<file path="config.mk">
export PLATFORM = sky130hd
export DESIGN_NAME = mips_backend
export DESIGN_NICKNAME = d
export VERILOG_FILES = /design/src/mips_backend_pkg.sv /design/src/alu.sv /design/src/barrel_shifter.sv /design/src/exec_stage.sv /design/src/forward_unit.sv /design/src/gpr_file.sv /design/src/mem_stage.sv /design/src/mips_backend.sv /design/src/store_align.sv
export VERILOG_INCLUDE_DIRS = /design/src
export SDC_FILE = /design/constraint.sdc
export NUM_CORES = 2
export LEC_CHECK = 0
export BUFFER_PORTS_ARGS = -buffer_cell sky130_fd_sc_hd__buf_2
export CORE_MARGIN = 2
export CORE_UTILIZATION = 64
export DETAILED_ROUTE_END_ITERATION = 6
export PLACE_DENSITY = 0.81
export SYNTH_ARGS = -nofsm -noshare
export SYNTH_HDL_FRONTEND = slang
export SYNTH_SLANG_ARGS = --single-unit
</file>
<file path="constraint.sdc">
create_clock -name clk -period 6.9 [get_ports clk]
set_input_delay 1.035 -clock clk [delete_from_list [all_inputs] [get_ports clk]]
set_output_delay 1.035 -clock clk [all_outputs]
set_load 0.1 [all_outputs]
</file>
<file path="src/mips_backend_defines.svh">
`ifndef MIPS_BACKEND_DEFINES_SVH
`define MIPS_BACKEND_DEFINES_SVH

// Datapath and register file sizes
`define DATA_WIDTH     32
`define REG_ADDR_WIDTH 5
`define REG_COUNT      32
`define SHAMT_WIDTH    5
`define BYTE_EN_WIDTH  4

`endif

</file>
<file path="src/mips_backend_pkg.sv">
`default_nettype none

package mips_backend_pkg;

    // ALU operation, as issued with the instruction
    typedef enum logic [3:0] {
        OP_ADD,
        OP_SUB,
        OP_AND,
        OP_OR,
        OP_XOR,
        OP_NOR,
        OP_SLT,
        OP_SLTU,
        OP_LUI
    } alu_op_t;

    typedef enum logic [1:0] {
        SH_SLL,
        SH_SRL,
        SH_SRA
    } shift_op_t;

    // Which unit feeds the EX result
    typedef enum logic {
        RES_ALU,
        RES_SHIFT
    } res_sel_t;

    typedef enum logic [1:0] {
        SIZE_BYTE,
        SIZE_HALF,
        SIZE_WORD
    } mem_size_t;

    // Operand source in EX
    typedef enum logic [1:0] {
        FWD_REG,
        FWD_MEM,
        FWD_WB
    } fwd_sel_t;

endpackage

`default_nettype wire

</file>
<file path="src/alu.sv">
`default_nettype none

`include "mips_backend_defines.svh"

module alu (
    input  wire [`DATA_WIDTH-1:0]       a,
    input  wire [`DATA_WIDTH-1:0]       b,
    input  mips_backend_pkg::alu_op_t   op,
    output logic [`DATA_WIDTH-1:0]      result
);

    import mips_backend_pkg::*;

    localparam int HALF = `DATA_WIDTH / 2;

    logic lt_signed;
    logic lt_unsigned;

    assign lt_signed   = $signed(a) < $signed(b);
    assign lt_unsigned = a < b;

    // Add and sub wrap, no overflow flag
    always_comb begin
        case (op)
            OP_ADD:  result = a + b;
            OP_SUB:  result = a - b;
            OP_AND:  result = a & b;
            OP_OR:   result = a | b;
            OP_XOR:  result = a ^ b;
            OP_NOR:  result = ~(a | b);
            OP_SLT:  result = {{(`DATA_WIDTH-1){1'b0}}, lt_signed};
            OP_SLTU: result = {{(`DATA_WIDTH-1){1'b0}}, lt_unsigned};
            // Low half of the immediate moves to the top
            OP_LUI:  result = {b[HALF-1:0], {HALF{1'b0}}};
            default: result = '0;
        endcase
    end

endmodule

`default_nettype wire

</file>
<file path="src/barrel_shifter.sv">
`default_nettype none

`include "mips_backend_defines.svh"

module barrel_shifter (
    input  wire [`DATA_WIDTH-1:0]       shift_in,
    input  wire [`SHAMT_WIDTH-1:0]      amount,
    input  mips_backend_pkg::shift_op_t op,
    output logic [`DATA_WIDTH-1:0]      shift_out
);

    import mips_backend_pkg::*;

    always_comb begin
        case (op)
            SH_SLL:  shift_out = shift_in << amount;
            SH_SRL:  shift_out = shift_in >> amount;
            // Sign bit fills from the top
            SH_SRA:  shift_out = $signed(shift_in) >>> amount;
            default: shift_out = shift_in;
        endcase
    end

endmodule

`default_nettype wire

</file>
<file path="src/exec_stage.sv">
`default_nettype none

`include "mips_backend_defines.svh"

module exec_stage (
    input  wire                         clk,
    input  wire                         rst_n,
    // Issue
    input  wire                         issue_valid,
    input  wire [`REG_ADDR_WIDTH-1:0]   rs_addr,
    input  wire [`REG_ADDR_WIDTH-1:0]   rt_addr,
    input  wire [`REG_ADDR_WIDTH-1:0]   rd_addr,
    input  mips_backend_pkg::alu_op_t   alu_op,
    input  mips_backend_pkg::shift_op_t shift_op,
    input  wire [`SHAMT_WIDTH-1:0]      shamt,
    input  wire                         shamt_sel,
    input  wire                         b_sel,
    input  wire [`DATA_WIDTH-1:0]       imm,
    input  mips_backend_pkg::res_sel_t  res_sel,
    input  wire                         reg_w,
    input  wire                         mem_r,
    input  wire                         mem_w,
    input  mips_backend_pkg::mem_size_t mem_size,
    input  wire                         load_unsigned,
    input  wire [`DATA_WIDTH-1:0]       rs_data,
    input  wire [`DATA_WIDTH-1:0]       rt_data,
    // Writeback, for forwarding
    input  wire                         wb_valid,
    input  wire [`REG_ADDR_WIDTH-1:0]   wb_addr,
    input  wire [`DATA_WIDTH-1:0]       wb_data,
    // Data memory
    output logic                        mem_read,
    output logic                        mem_write,
    output logic [`DATA_WIDTH-1:0]      mem_addr,
    output logic [`DATA_WIDTH-1:0]      mem_wdata,
    output logic [`BYTE_EN_WIDTH-1:0]   mem_byte_en,
    // To MEM stage
    output logic                        mem_valid,
    output logic                        mem_reg_w,
    output logic [`REG_ADDR_WIDTH-1:0]  mem_rd_addr,
    output mips_backend_pkg::mem_size_t mem_size_q,
    output logic                        mem_unsigned_q
);

    import mips_backend_pkg::*;

    logic                       ex_valid;
    logic [`REG_ADDR_WIDTH-1:0] rs_q, rt_q, rd_q;
    alu_op_t                    alu_op_q;
    shift_op_t                  shift_op_q;
    logic [`SHAMT_WIDTH-1:0]    shamt_q;
    logic                       shamt_sel_q, b_sel_q;
    logic [`DATA_WIDTH-1:0]     imm_q, rs_val_q, rt_val_q;
    res_sel_t                   res_sel_q;
    logic                       reg_w_q, mem_r_q, mem_w_q;
    mem_size_t                  size_q;
    logic                       unsigned_q;

    fwd_sel_t                   a_fwd_sel, b_fwd_sel;
    logic [`DATA_WIDTH-1:0]     op_a, rt_fwd, op_b;
    logic [`DATA_WIDTH-1:0]     alu_out, shift_out, ex_result, st_data;
    logic [`SHAMT_WIDTH-1:0]    shift_amt;
    logic [`BYTE_EN_WIDTH-1:0]  st_byte_en;
    logic                       mem_r_r, mem_w_r;
    logic [`BYTE_EN_WIDTH-1:0]  byte_en_r;

    ////////////////////
    // ID/EX register
    ////////////////////

    always_ff @(posedge clk or negedge rst_n) begin
        if (!rst_n)
            ex_valid <= 1'b0;
        else
            ex_valid <= issue_valid;
    end

    always_ff @(posedge clk) begin
        rs_q        <= rs_addr;
        rt_q        <= rt_addr;
        rd_q        <= rd_addr;
        alu_op_q    <= alu_op;
        shift_op_q  <= shift_op;
        shamt_q     <= shamt;
        shamt_sel_q <= shamt_sel;
        b_sel_q     <= b_sel;
        imm_q       <= imm;
        res_sel_q   <= res_sel;
        reg_w_q     <= reg_w;
        mem_r_q     <= mem_r;
        mem_w_q     <= mem_w;
        size_q      <= mem_size;
        unsigned_q  <= load_unsigned;
        rs_val_q    <= rs_data;
        rt_val_q    <= rt_data;
    end

    ////////////////////
    // Execute
    ////////////////////

    forward_unit fwd (
        .rs_addr     ( rs_q        ),
        .rt_addr     ( rt_q        ),
        .mem_valid   ( mem_valid   ),
        .mem_reg_w   ( mem_reg_w   ),
        .mem_mem_r   ( mem_r_r     ),
        .mem_rd_addr ( mem_rd_addr ),
        .wb_valid    ( wb_valid    ),
        .wb_addr     ( wb_addr     ),
        .a_sel       ( a_fwd_sel   ),
        .b_sel       ( b_fwd_sel   )
    );

    // MEM side forwards its ALU result, which is also the memory address
    always_comb begin
        case (a_fwd_sel)
            FWD_MEM: op_a = mem_addr;
            FWD_WB:  op_a = wb_data;
            default: op_a = rs_val_q;
        endcase
        case (b_fwd_sel)
            FWD_MEM: rt_fwd = mem_addr;
            FWD_WB:  rt_fwd = wb_data;
            default: rt_fwd = rt_val_q;
        endcase
    end

    assign op_b      = b_sel_q ? imm_q : rt_fwd;
    // Variable shifts take the amount from rs
    assign shift_amt = shamt_sel_q ? op_a[`SHAMT_WIDTH-1:0] : shamt_q;

    alu alu_i (
        .a      ( op_a     ),
        .b      ( op_b     ),
        .op     ( alu_op_q ),
        .result ( alu_out  )
    );

    barrel_shifter shifter (
        .shift_in  ( rt_fwd     ),
        .amount    ( shift_amt  ),
        .op        ( shift_op_q ),
        .shift_out ( shift_out  )
    );

    assign ex_result = (res_sel_q == RES_SHIFT) ? shift_out : alu_out;

    store_align st_align (
        .addr_low     ( alu_out[1:0] ),
        .size         ( size_q       ),
        .rt_data      ( rt_fwd       ),
        .byte_en      ( st_byte_en   ),
        .aligned_data ( st_data      )
    );

    ////////////////////
    // EX/MEM register
    ////////////////////

    always_ff @(posedge clk or negedge rst_n) begin
        if (!rst_n)
            mem_valid <= 1'b0;
        else
            mem_valid <= ex_valid;
    end

    always_ff @(posedge clk) begin
        mem_addr       <= ex_result;
        mem_wdata      <= st_data;
        byte_en_r      <= st_byte_en;
        mem_rd_addr    <= rd_q;
        mem_reg_w      <= reg_w_q;
        mem_r_r        <= mem_r_q;
        mem_w_r        <= mem_w_q;
        mem_size_q     <= size_q;
        mem_unsigned_q <= unsigned_q;
    end

    // Strobes only for a live instruction
    assign mem_read    = mem_valid && mem_r_r;
    assign mem_write   = mem_valid && mem_w_r;
    assign mem_byte_en = mem_write ? byte_en_r : '0;

endmodule

`default_nettype wire

</file>
<file path="src/forward_unit.sv">
`default_nettype none

`include "mips_backend_defines.svh"

module forward_unit (
    input  wire [`REG_ADDR_WIDTH-1:0]   rs_addr,
    input  wire [`REG_ADDR_WIDTH-1:0]   rt_addr,
    input  wire                         mem_valid,
    input  wire                         mem_reg_w,
    input  wire                         mem_mem_r,
    input  wire [`REG_ADDR_WIDTH-1:0]   mem_rd_addr,
    input  wire                         wb_valid,
    input  wire [`REG_ADDR_WIDTH-1:0]   wb_addr,
    output mips_backend_pkg::fwd_sel_t  a_sel,
    output mips_backend_pkg::fwd_sel_t  b_sel
);

    import mips_backend_pkg::*;

    logic mem_ok;
    logic wb_ok;

    // A load in MEM has no data yet, so it never forwards
    assign mem_ok = mem_valid && mem_reg_w && !mem_mem_r && (mem_rd_addr != '0);
    assign wb_ok  = wb_valid && (wb_addr != '0);

    // MEM is the younger producer and wins over WB
    function automatic fwd_sel_t pick(input logic [`REG_ADDR_WIDTH-1:0] src);
        if (src == '0)
            return FWD_REG;
        if (mem_ok && (mem_rd_addr == src))
            return FWD_MEM;
        if (wb_ok && (wb_addr == src))
            return FWD_WB;
        return FWD_REG;
    endfunction

    always_comb begin
        a_sel = pick(rs_addr);
        b_sel = pick(rt_addr);
    end

endmodule

`default_nettype wire

</file>
<file path="src/gpr_file.sv">
`default_nettype none

`include "mips_backend_defines.svh"

module gpr_file (
    input  wire                         clk,
    input  wire                         rst_n,
    input  wire [`REG_ADDR_WIDTH-1:0]   rs_addr,
    input  wire [`REG_ADDR_WIDTH-1:0]   rt_addr,
    output logic [`DATA_WIDTH-1:0]      rs_data,
    output logic [`DATA_WIDTH-1:0]      rt_data,
    input  wire                         wb_valid,
    input  wire [`REG_ADDR_WIDTH-1:0]   wb_addr,
    input  wire [`DATA_WIDTH-1:0]       wb_data
);

    logic [`DATA_WIDTH-1:0] regs [`REG_COUNT];
    logic                   wr_en;

    // $0 is never written
    assign wr_en = wb_valid && (wb_addr != '0);

    always_ff @(posedge clk or negedge rst_n) begin
        if (!rst_n) begin
            for (int i = 0; i < `REG_COUNT; i++) begin
                regs[i] <= '0;
            end
        end else if (wr_en) begin
            regs[wb_addr] <= wb_data;
        end
    end

    // Reads see a write landing in the same cycle
    assign rs_data = (rs_addr == '0)                  ? '0      :
                     (wr_en && (wb_addr == rs_addr))  ? wb_data : regs[rs_addr];
    assign rt_data = (rt_addr == '0)                  ? '0      :
                     (wr_en && (wb_addr == rt_addr))  ? wb_data : regs[rt_addr];

endmodule

`default_nettype wire

</file>
<file path="src/mem_stage.sv">
`default_nettype none

`include "mips_backend_defines.svh"

module mem_stage (
    input  wire                         clk,
    input  wire                         rst_n,
    input  wire                         mem_valid,
    input  wire                         mem_reg_w,
    input  wire                         mem_read,
    input  wire [`REG_ADDR_WIDTH-1:0]   mem_rd_addr,
    input  wire [`DATA_WIDTH-1:0]       mem_addr,
    input  mips_backend_pkg::mem_size_t mem_size,
    input  wire                         mem_unsigned,
    input  wire [`DATA_WIDTH-1:0]       mem_rdata,
    output logic                        wb_valid,
    output logic [`REG_ADDR_WIDTH-1:0]  wb_addr,
    output logic [`DATA_WIDTH-1:0]      wb_data
);

    import mips_backend_pkg::*;

    logic [7:0]             ld_byte;
    logic [15:0]            ld_half;
    logic [`DATA_WIDTH-1:0] ld_data;
    logic [`DATA_WIDTH-1:0] result;

    ////////////////////
    // Load alignment
    ////////////////////

    always_comb begin
        case (mem_addr[1:0])
            2'd0:    ld_byte = mem_rdata[7:0];
            2'd1:    ld_byte = mem_rdata[15:8];
            2'd2:    ld_byte = mem_rdata[23:16];
            default: ld_byte = mem_rdata[31:24];
        endcase
        ld_half = mem_addr[1] ? mem_rdata[31:16] : mem_rdata[15:0];
    end

    always_comb begin
        case (mem_size)
            SIZE_BYTE:
                ld_data = {{(`DATA_WIDTH-8){ld_byte[7] & ~mem_unsigned}}, ld_byte};
            SIZE_HALF:
                ld_data = {{(`DATA_WIDTH-16){ld_half[15] & ~mem_unsigned}}, ld_half};
            default:
                ld_data = mem_rdata;
        endcase
    end

    // Non-loads pass the EX result
    assign result = mem_read ? ld_data : mem_addr;

    ////////////////////
    // MEM/WB register
    ////////////////////

    always_ff @(posedge clk or negedge rst_n) begin
        if (!rst_n) begin
            wb_valid <= 1'b0;
            wb_addr  <= '0;
            wb_data  <= '0;
        end else begin
            wb_valid <= mem_valid && mem_reg_w;
            wb_addr  <= mem_rd_addr;
            wb_data  <= result;
        end
    end

endmodule

`default_nettype wire

</file>
<file path="src/mips_backend.sv">
`default_nettype none

`include "mips_backend_defines.svh"

module mips_backend (
    input  wire                         clk,
    input  wire                         rst_n,
    // Issue
    input  wire                         issue_valid,
    input  wire [`REG_ADDR_WIDTH-1:0]   rs_addr,
    input  wire [`REG_ADDR_WIDTH-1:0]   rt_addr,
    input  wire [`REG_ADDR_WIDTH-1:0]   rd_addr,
    input  mips_backend_pkg::alu_op_t   alu_op,
    input  mips_backend_pkg::shift_op_t shift_op,
    input  wire [`SHAMT_WIDTH-1:0]      shamt,
    input  wire                         shamt_sel,
    input  wire                         b_sel,
    input  wire [`DATA_WIDTH-1:0]       imm,
    input  mips_backend_pkg::res_sel_t  res_sel,
    input  wire                         reg_w,
    input  wire                         mem_r,
    input  wire                         mem_w,
    input  mips_backend_pkg::mem_size_t mem_size,
    input  wire                         load_unsigned,
    // Data memory
    output logic                        mem_read,
    output logic                        mem_write,
    output logic [`DATA_WIDTH-1:0]      mem_addr,
    output logic [`DATA_WIDTH-1:0]      mem_wdata,
    output logic [`BYTE_EN_WIDTH-1:0]   mem_byte_en,
    input  wire [`DATA_WIDTH-1:0]       mem_rdata,
    // Writeback
    output logic                        wb_valid,
    output logic [`REG_ADDR_WIDTH-1:0]  wb_addr,
    output logic [`DATA_WIDTH-1:0]      wb_data
);

    logic [`DATA_WIDTH-1:0]      rs_data, rt_data;
    logic                        mem_valid, mem_reg_w, mem_unsigned_q;
    logic [`REG_ADDR_WIDTH-1:0]  mem_rd_addr;
    mips_backend_pkg::mem_size_t mem_size_q;

    gpr_file regs (
        .clk      ( clk      ),
        .rst_n    ( rst_n    ),
        .rs_addr  ( rs_addr  ),
        .rt_addr  ( rt_addr  ),
        .rs_data  ( rs_data  ),
        .rt_data  ( rt_data  ),
        .wb_valid ( wb_valid ),
        .wb_addr  ( wb_addr  ),
        .wb_data  ( wb_data  )
    );

    exec_stage ex (
        .clk            ( clk            ),
        .rst_n          ( rst_n          ),
        .issue_valid    ( issue_valid    ),
        .rs_addr        ( rs_addr        ),
        .rt_addr        ( rt_addr        ),
        .rd_addr        ( rd_addr        ),
        .alu_op         ( alu_op         ),
        .shift_op       ( shift_op       ),
        .shamt          ( shamt          ),
        .shamt_sel      ( shamt_sel      ),
        .b_sel          ( b_sel          ),
        .imm            ( imm            ),
        .res_sel        ( res_sel        ),
        .reg_w          ( reg_w          ),
        .mem_r          ( mem_r          ),
        .mem_w          ( mem_w          ),
        .mem_size       ( mem_size       ),
        .load_unsigned  ( load_unsigned  ),
        .rs_data        ( rs_data        ),
        .rt_data        ( rt_data        ),
        .wb_valid       ( wb_valid       ),
        .wb_addr        ( wb_addr        ),
        .wb_data        ( wb_data        ),
        .mem_read       ( mem_read       ),
        .mem_write      ( mem_write      ),
        .mem_addr       ( mem_addr       ),
        .mem_wdata      ( mem_wdata      ),
        .mem_byte_en    ( mem_byte_en    ),
        .mem_valid      ( mem_valid      ),
        .mem_reg_w      ( mem_reg_w      ),
        .mem_rd_addr    ( mem_rd_addr    ),
        .mem_size_q     ( mem_size_q     ),
        .mem_unsigned_q ( mem_unsigned_q )
    );

    mem_stage mem (
        .clk          ( clk            ),
        .rst_n        ( rst_n          ),
        .mem_valid    ( mem_valid      ),
        .mem_reg_w    ( mem_reg_w      ),
        .mem_read     ( mem_read       ),
        .mem_rd_addr  ( mem_rd_addr    ),
        .mem_addr     ( mem_addr       ),
        .mem_size     ( mem_size_q     ),
        .mem_unsigned ( mem_unsigned_q ),
        .mem_rdata    ( mem_rdata      ),
        .wb_valid     ( wb_valid       ),
        .wb_addr      ( wb_addr        ),
        .wb_data      ( wb_data        )
    );

endmodule

`default_nettype wire

</file>
<file path="src/store_align.sv">
`default_nettype none

`include "mips_backend_defines.svh"

module store_align (
    input  wire [1:0]                   addr_low,
    input  mips_backend_pkg::mem_size_t size,
    input  wire [`DATA_WIDTH-1:0]       rt_data,
    output logic [`BYTE_EN_WIDTH-1:0]   byte_en,
    output logic [`DATA_WIDTH-1:0]      aligned_data
);

    import mips_backend_pkg::*;

    // Data is copied to every lane; the enables pick the lanes that land
    always_comb begin
        case (size)
            SIZE_BYTE: begin
                byte_en      = `BYTE_EN_WIDTH'(1) << addr_low;
                aligned_data = {(`DATA_WIDTH/8){rt_data[7:0]}};
            end
            SIZE_HALF: begin
                byte_en      = `BYTE_EN_WIDTH'(2'b11) << {addr_low[1], 1'b0};
                aligned_data = {(`DATA_WIDTH/16){rt_data[15:0]}};
            end
            default: begin
                byte_en      = '1;
                aligned_data = rt_data;
            end
        endcase
    end

endmodule

`default_nettype wire

</file>
==> flow_metrics.py <==
metrics = {
    "yosys": {
        "synth_cell_types": 96,
        "synth_top_cell_by_area": "dfrtp_1",
        "synth_cells": 5714,
        "synth.top_cells.by_count": "dfrtp_1 (1,064), mux2_2 (1,037), mux4_2 (641), clkbuf_1 (406), nand2_1 (337)",
        "synth_seq_area_share_pct": 42.2,
        "syn_area_um2": 73000,
        "yosysWarnings": 0,
        "avgSynthCellArea_um2": 12.8,
        "ys_seq_elements": 1274,
        "synth_edf_count": 0,
        "synthArstFlopShare_pct": 83.5,
        "yosysMostFrequentCell": "dfrtp_1",
        "yosysTopAreaCellShare_pct": 36.5,
        "synth_xor_area_share_pct": 0.456,
        "synth_compound_area_share_pct": 8.36,
        "synthTopCellsByArea": "dfrtp_1 (36%), mux4_2 (20%), mux2_2 (16%)",
        "syn_nets": 5922,
        "synthSimpleGateAreaFrac_pct": 4.74,
        "synth_fa_ha_area_share_pct": 1.84,
        "synth_top_family_by_area": "multiplexers",
        "synthFlopType": "dfrtp_1",
        "muxShareOfSynthArea_pct": 38.3,
    },
    "sta": {
        "fin_skew_ns": 0.0548,
        "rsz0062_at_grt": "no",
        "relSlewSlack_pct": 14.7,
        "setup_viol": 0,
        "period_minus_slack_ns": 6.70,
        "timing.fmax_mhz": 149,
        "setup_tns_ns": 0,
        "final-max-slew-violation-count": 0,
        "min_period_over_period_pct": 97.1,
        "hold_violations": 0,
        "tightestPinTransition_ns": 1.25,
    },
    "finish": {
        "fin_nets": 5874,
        "area_delta_synth_final_pct": 10.0,
        "fin_cells": 7281,
        "drive_above_1_share_pct": 41.8,
    },
    "routing": {
        "drcViolationCount": 0,
        "vias": 54700,
        "routed_via_density": 7.52,
        "post_drt_wl_per_cell_um": 36.5,
        "wl_um": 265000,
        "ant_nets": 0,
        "drt-initial-drc-count": 7063,
        "drt-pass1-iter-count": 6,
    },
    "place": {
        "globalplace.congestion": 1.05,
        "portBuffers": 209,
        "dp_cells": 7030,
        "post-dp-hpwl_um": 170000,
    },
    "grt": {
        "grt_first_pass_wirelength_um": 386000,
        "grt_pass1_vias": 55200,
        "globalRouteMet1Util_pct": 59.9,
        "gr-total-overflow": 0,
        "grt_busiest_layer": "met2",
        "antenna_found_initial": 12,
        "grt_max_degree": 184,
        "met2_usage_pct": 68.0,
        "grt_usage_pct": 45.8,
        "grtUsageMet3_pct": 12.5,
    },
    "floorplan": {
        "core-area_um2": 113000,
        "die_area_um2": 117000,
        "io_pins": 210,
        "row_count": 123,
        "die_w_um": 342,
        "initial_core_util_pct": 64.7,
        "die_h_um": 342,
    },
    "setup_path": {
        "slowest_stage": "a21oi_1",
        "worst-path-max-fanout": 14,
        "arrival_ns": 7.35,
        "crit_path_max_incr_delay_ns": 0.71,
        "cp-start-kind": "register",
        "crit_family": "compound AO/OA/AOI/OAI gates",
        "cp.buffers_inverters": 0,
        "crit_chain": "or2_1, o41ai_1, or4_1, ha_2, a22oi_1, o21ai_0, ha_1, a211oi_1, o21ai_0, a21oi_1, a21oi_1, a21oi_1, o21ai_1, a31oi_1, xnor2_1, a211oi_1, o22ai_1",
        "crit_top_cell": "a21oi_1",
        "timing.rr.start": "mem.wb_addr[0]",
        "worstPathRequired_ns": 7.55,
        "endpoint_kind": "register",
        "worst-setup-path-type": "register to register",
        "rrSetupSlack_ns": 0.20,
        "worstReg2RegEnd": "ex.mem_addr[27]",
        "r2r_cells": 17,
    },
    "power_and_ir_drop": {
        "power_density_nw_per_um2": 274,
        "switching_share_pct": 32.9,
        "clkPwrFrac_pct": 35.4,
        "p_seq_share_pct": 40.4,
        "p_comb_share_pct": 24.2,
        "p_sw_mw": 7.23,
        "ir_drop_uv": 253,
        "power.leakage_nw": 35.6,
        "p_int_mw": 14.7,
    },
    "clocking": {
        "cts_buffers": 134,
        "cts_setup_buffers": 0,
        "worstSkewPairLatency_ns": 0.79,
        "ctsHtreeMaxLevel": 4,
        "clockRootBuffer": "clkbuf_16",
        "clkSlewWorstSetupHoldPaths_ns": 0.07,
        "cts_buffer_depth": 3,
        "ctsHoldBuffers": 0,
        "cts_tree": "yes",
        "cts_resized": 0,
        "cts_sinks": 1274,
    },
    "flow_run": {
        "cap_violations": 0,
    },
    "hold_path": {
        "hold_path_class": "input port to async pin",
    },
    "status": {
        "status": "finished, final reports clean",
    },
}
layout by cell type, fill, tap and decap left out, drive strengths merged, types with 167 or more instances in the layout:
master,synthesis,final
mux2i,186,186
o21ai,260,260
a21oi,167,167
dfrtp,1064,1064
dfxtp,210,210
mux4,641,641
clkbuf,409,192
mux2,1038,1038
buf,198,423
nand2,338,338
nor2,248,248
through the flow:
stage                     utilization (%)  worst slack, ns  power, mW  hold slack, ns  area (um2)
after detailed placement             67.0            0.559       14.1           0.315       75600
after global placement               67.0            0.697       14.0           0.311       75600
final                                71.2            0.201       22.0           0.261       80300
after floorplan                         -            0.888       12.3           0.310       73000
after global routing                 71.2           0.0344       22.6           0.326       80300
after CTS                            71.2            0.536       21.8           0.309       80300
registers in the layout, summed over array words and instances (netlist names), 2 cells and up:
register / flops
mem.wb_addr: 5
ex.mem_rd_addr: 5
ex.shift_op_q: 2
ex.mem_size_q: 2
regs.regs: 1024
mem.wb_data: 32
ex.mem_wdata: 32
ex.imm_q: 32
ex.rs_val_q: 32
ex.rd_q: 5
ex.rt_val_q: 32
ex.rs_q: 5
ex.byte_en_r: 4
ex.alu_op_q: 4
ex.shamt_q: 5
ex.mem_addr: 32
ex.rt_q: 5
ex.size_q: 2
cell families (layout without fill, tap and decap cells):
| family | after synthesis | after routing |
|---|---|---|
| fa+ha+maj | 106 | 106 |
| simple gates | 792 | 792 |
| compound gates | 919 | 919 |
| buf+inv | 720 | 783 |
| other cells | 0 | 4 |
| xor+xnor | 38 | 38 |
| flops | 1274 | 1274 |
| mux | 1865 | 1865 |
per-layer routing:
metal  vias up  routed length (um)
li1      21600                   -
met5         -                  41
met2      3986              119000
met1     28100               95900
met3      1035               30000
met4         6               21000
worst max path at each step:
| stage | slack, ns | cells after the start | end | startpoint |
|---|---|---|---|---|
| finish | 0.20 | 17 | ex.mem_addr[27] | mem.wb_addr[0] |
| global route | 0.03 | 18 | ex.mem_addr[29] | mem.wb_addr[0] |
| floorplan | 0.89 | 23 | ex.mem_addr[22] | mem.wb_addr[1] |
| detailed placement | 0.56 | 19 | ex.mem_addr[27] | ex.mem_rd_addr[0] |
| global placement | 0.70 | 18 | ex.mem_addr[27] | mem.wb_addr[0] |
| CTS | 0.54 | 18 | ex.mem_addr[27] | mem.wb_addr[0] |
power groups by stage:
| stage | Clock [mW] | Sequential, mW | Combinational (mW) |
|---|---|---|---|
| finish | 7.78 | 8.88 | 5.32 |
| global route | 8.11 | 8.93 | 5.54 |
| CTS | 7.80 | 8.83 | 5.20 |
| detailed placement | 0 | 8.94 | 5.15 |
| global placement | 0 | 8.86 | 5.11 |
| floorplan | 0 | 9.24 | 3.07 |
area by class of cell:
class / instances / area, um2
Fill cell: 7236 / 32500
Antenna cell: 4 / 10.0
Clock inverter: 55 / 811
Inverter: 113 / 424
Sequential cell: 1274 / 30800
Tap cell: 1500 / 1880
Multi-Input combinational cell: 3720 / 39500
Timing Repair Buffer: 423 / 2870
Clock buffer: 192 / 3960
No activity file was read; power rests on OpenSTA's default activity.
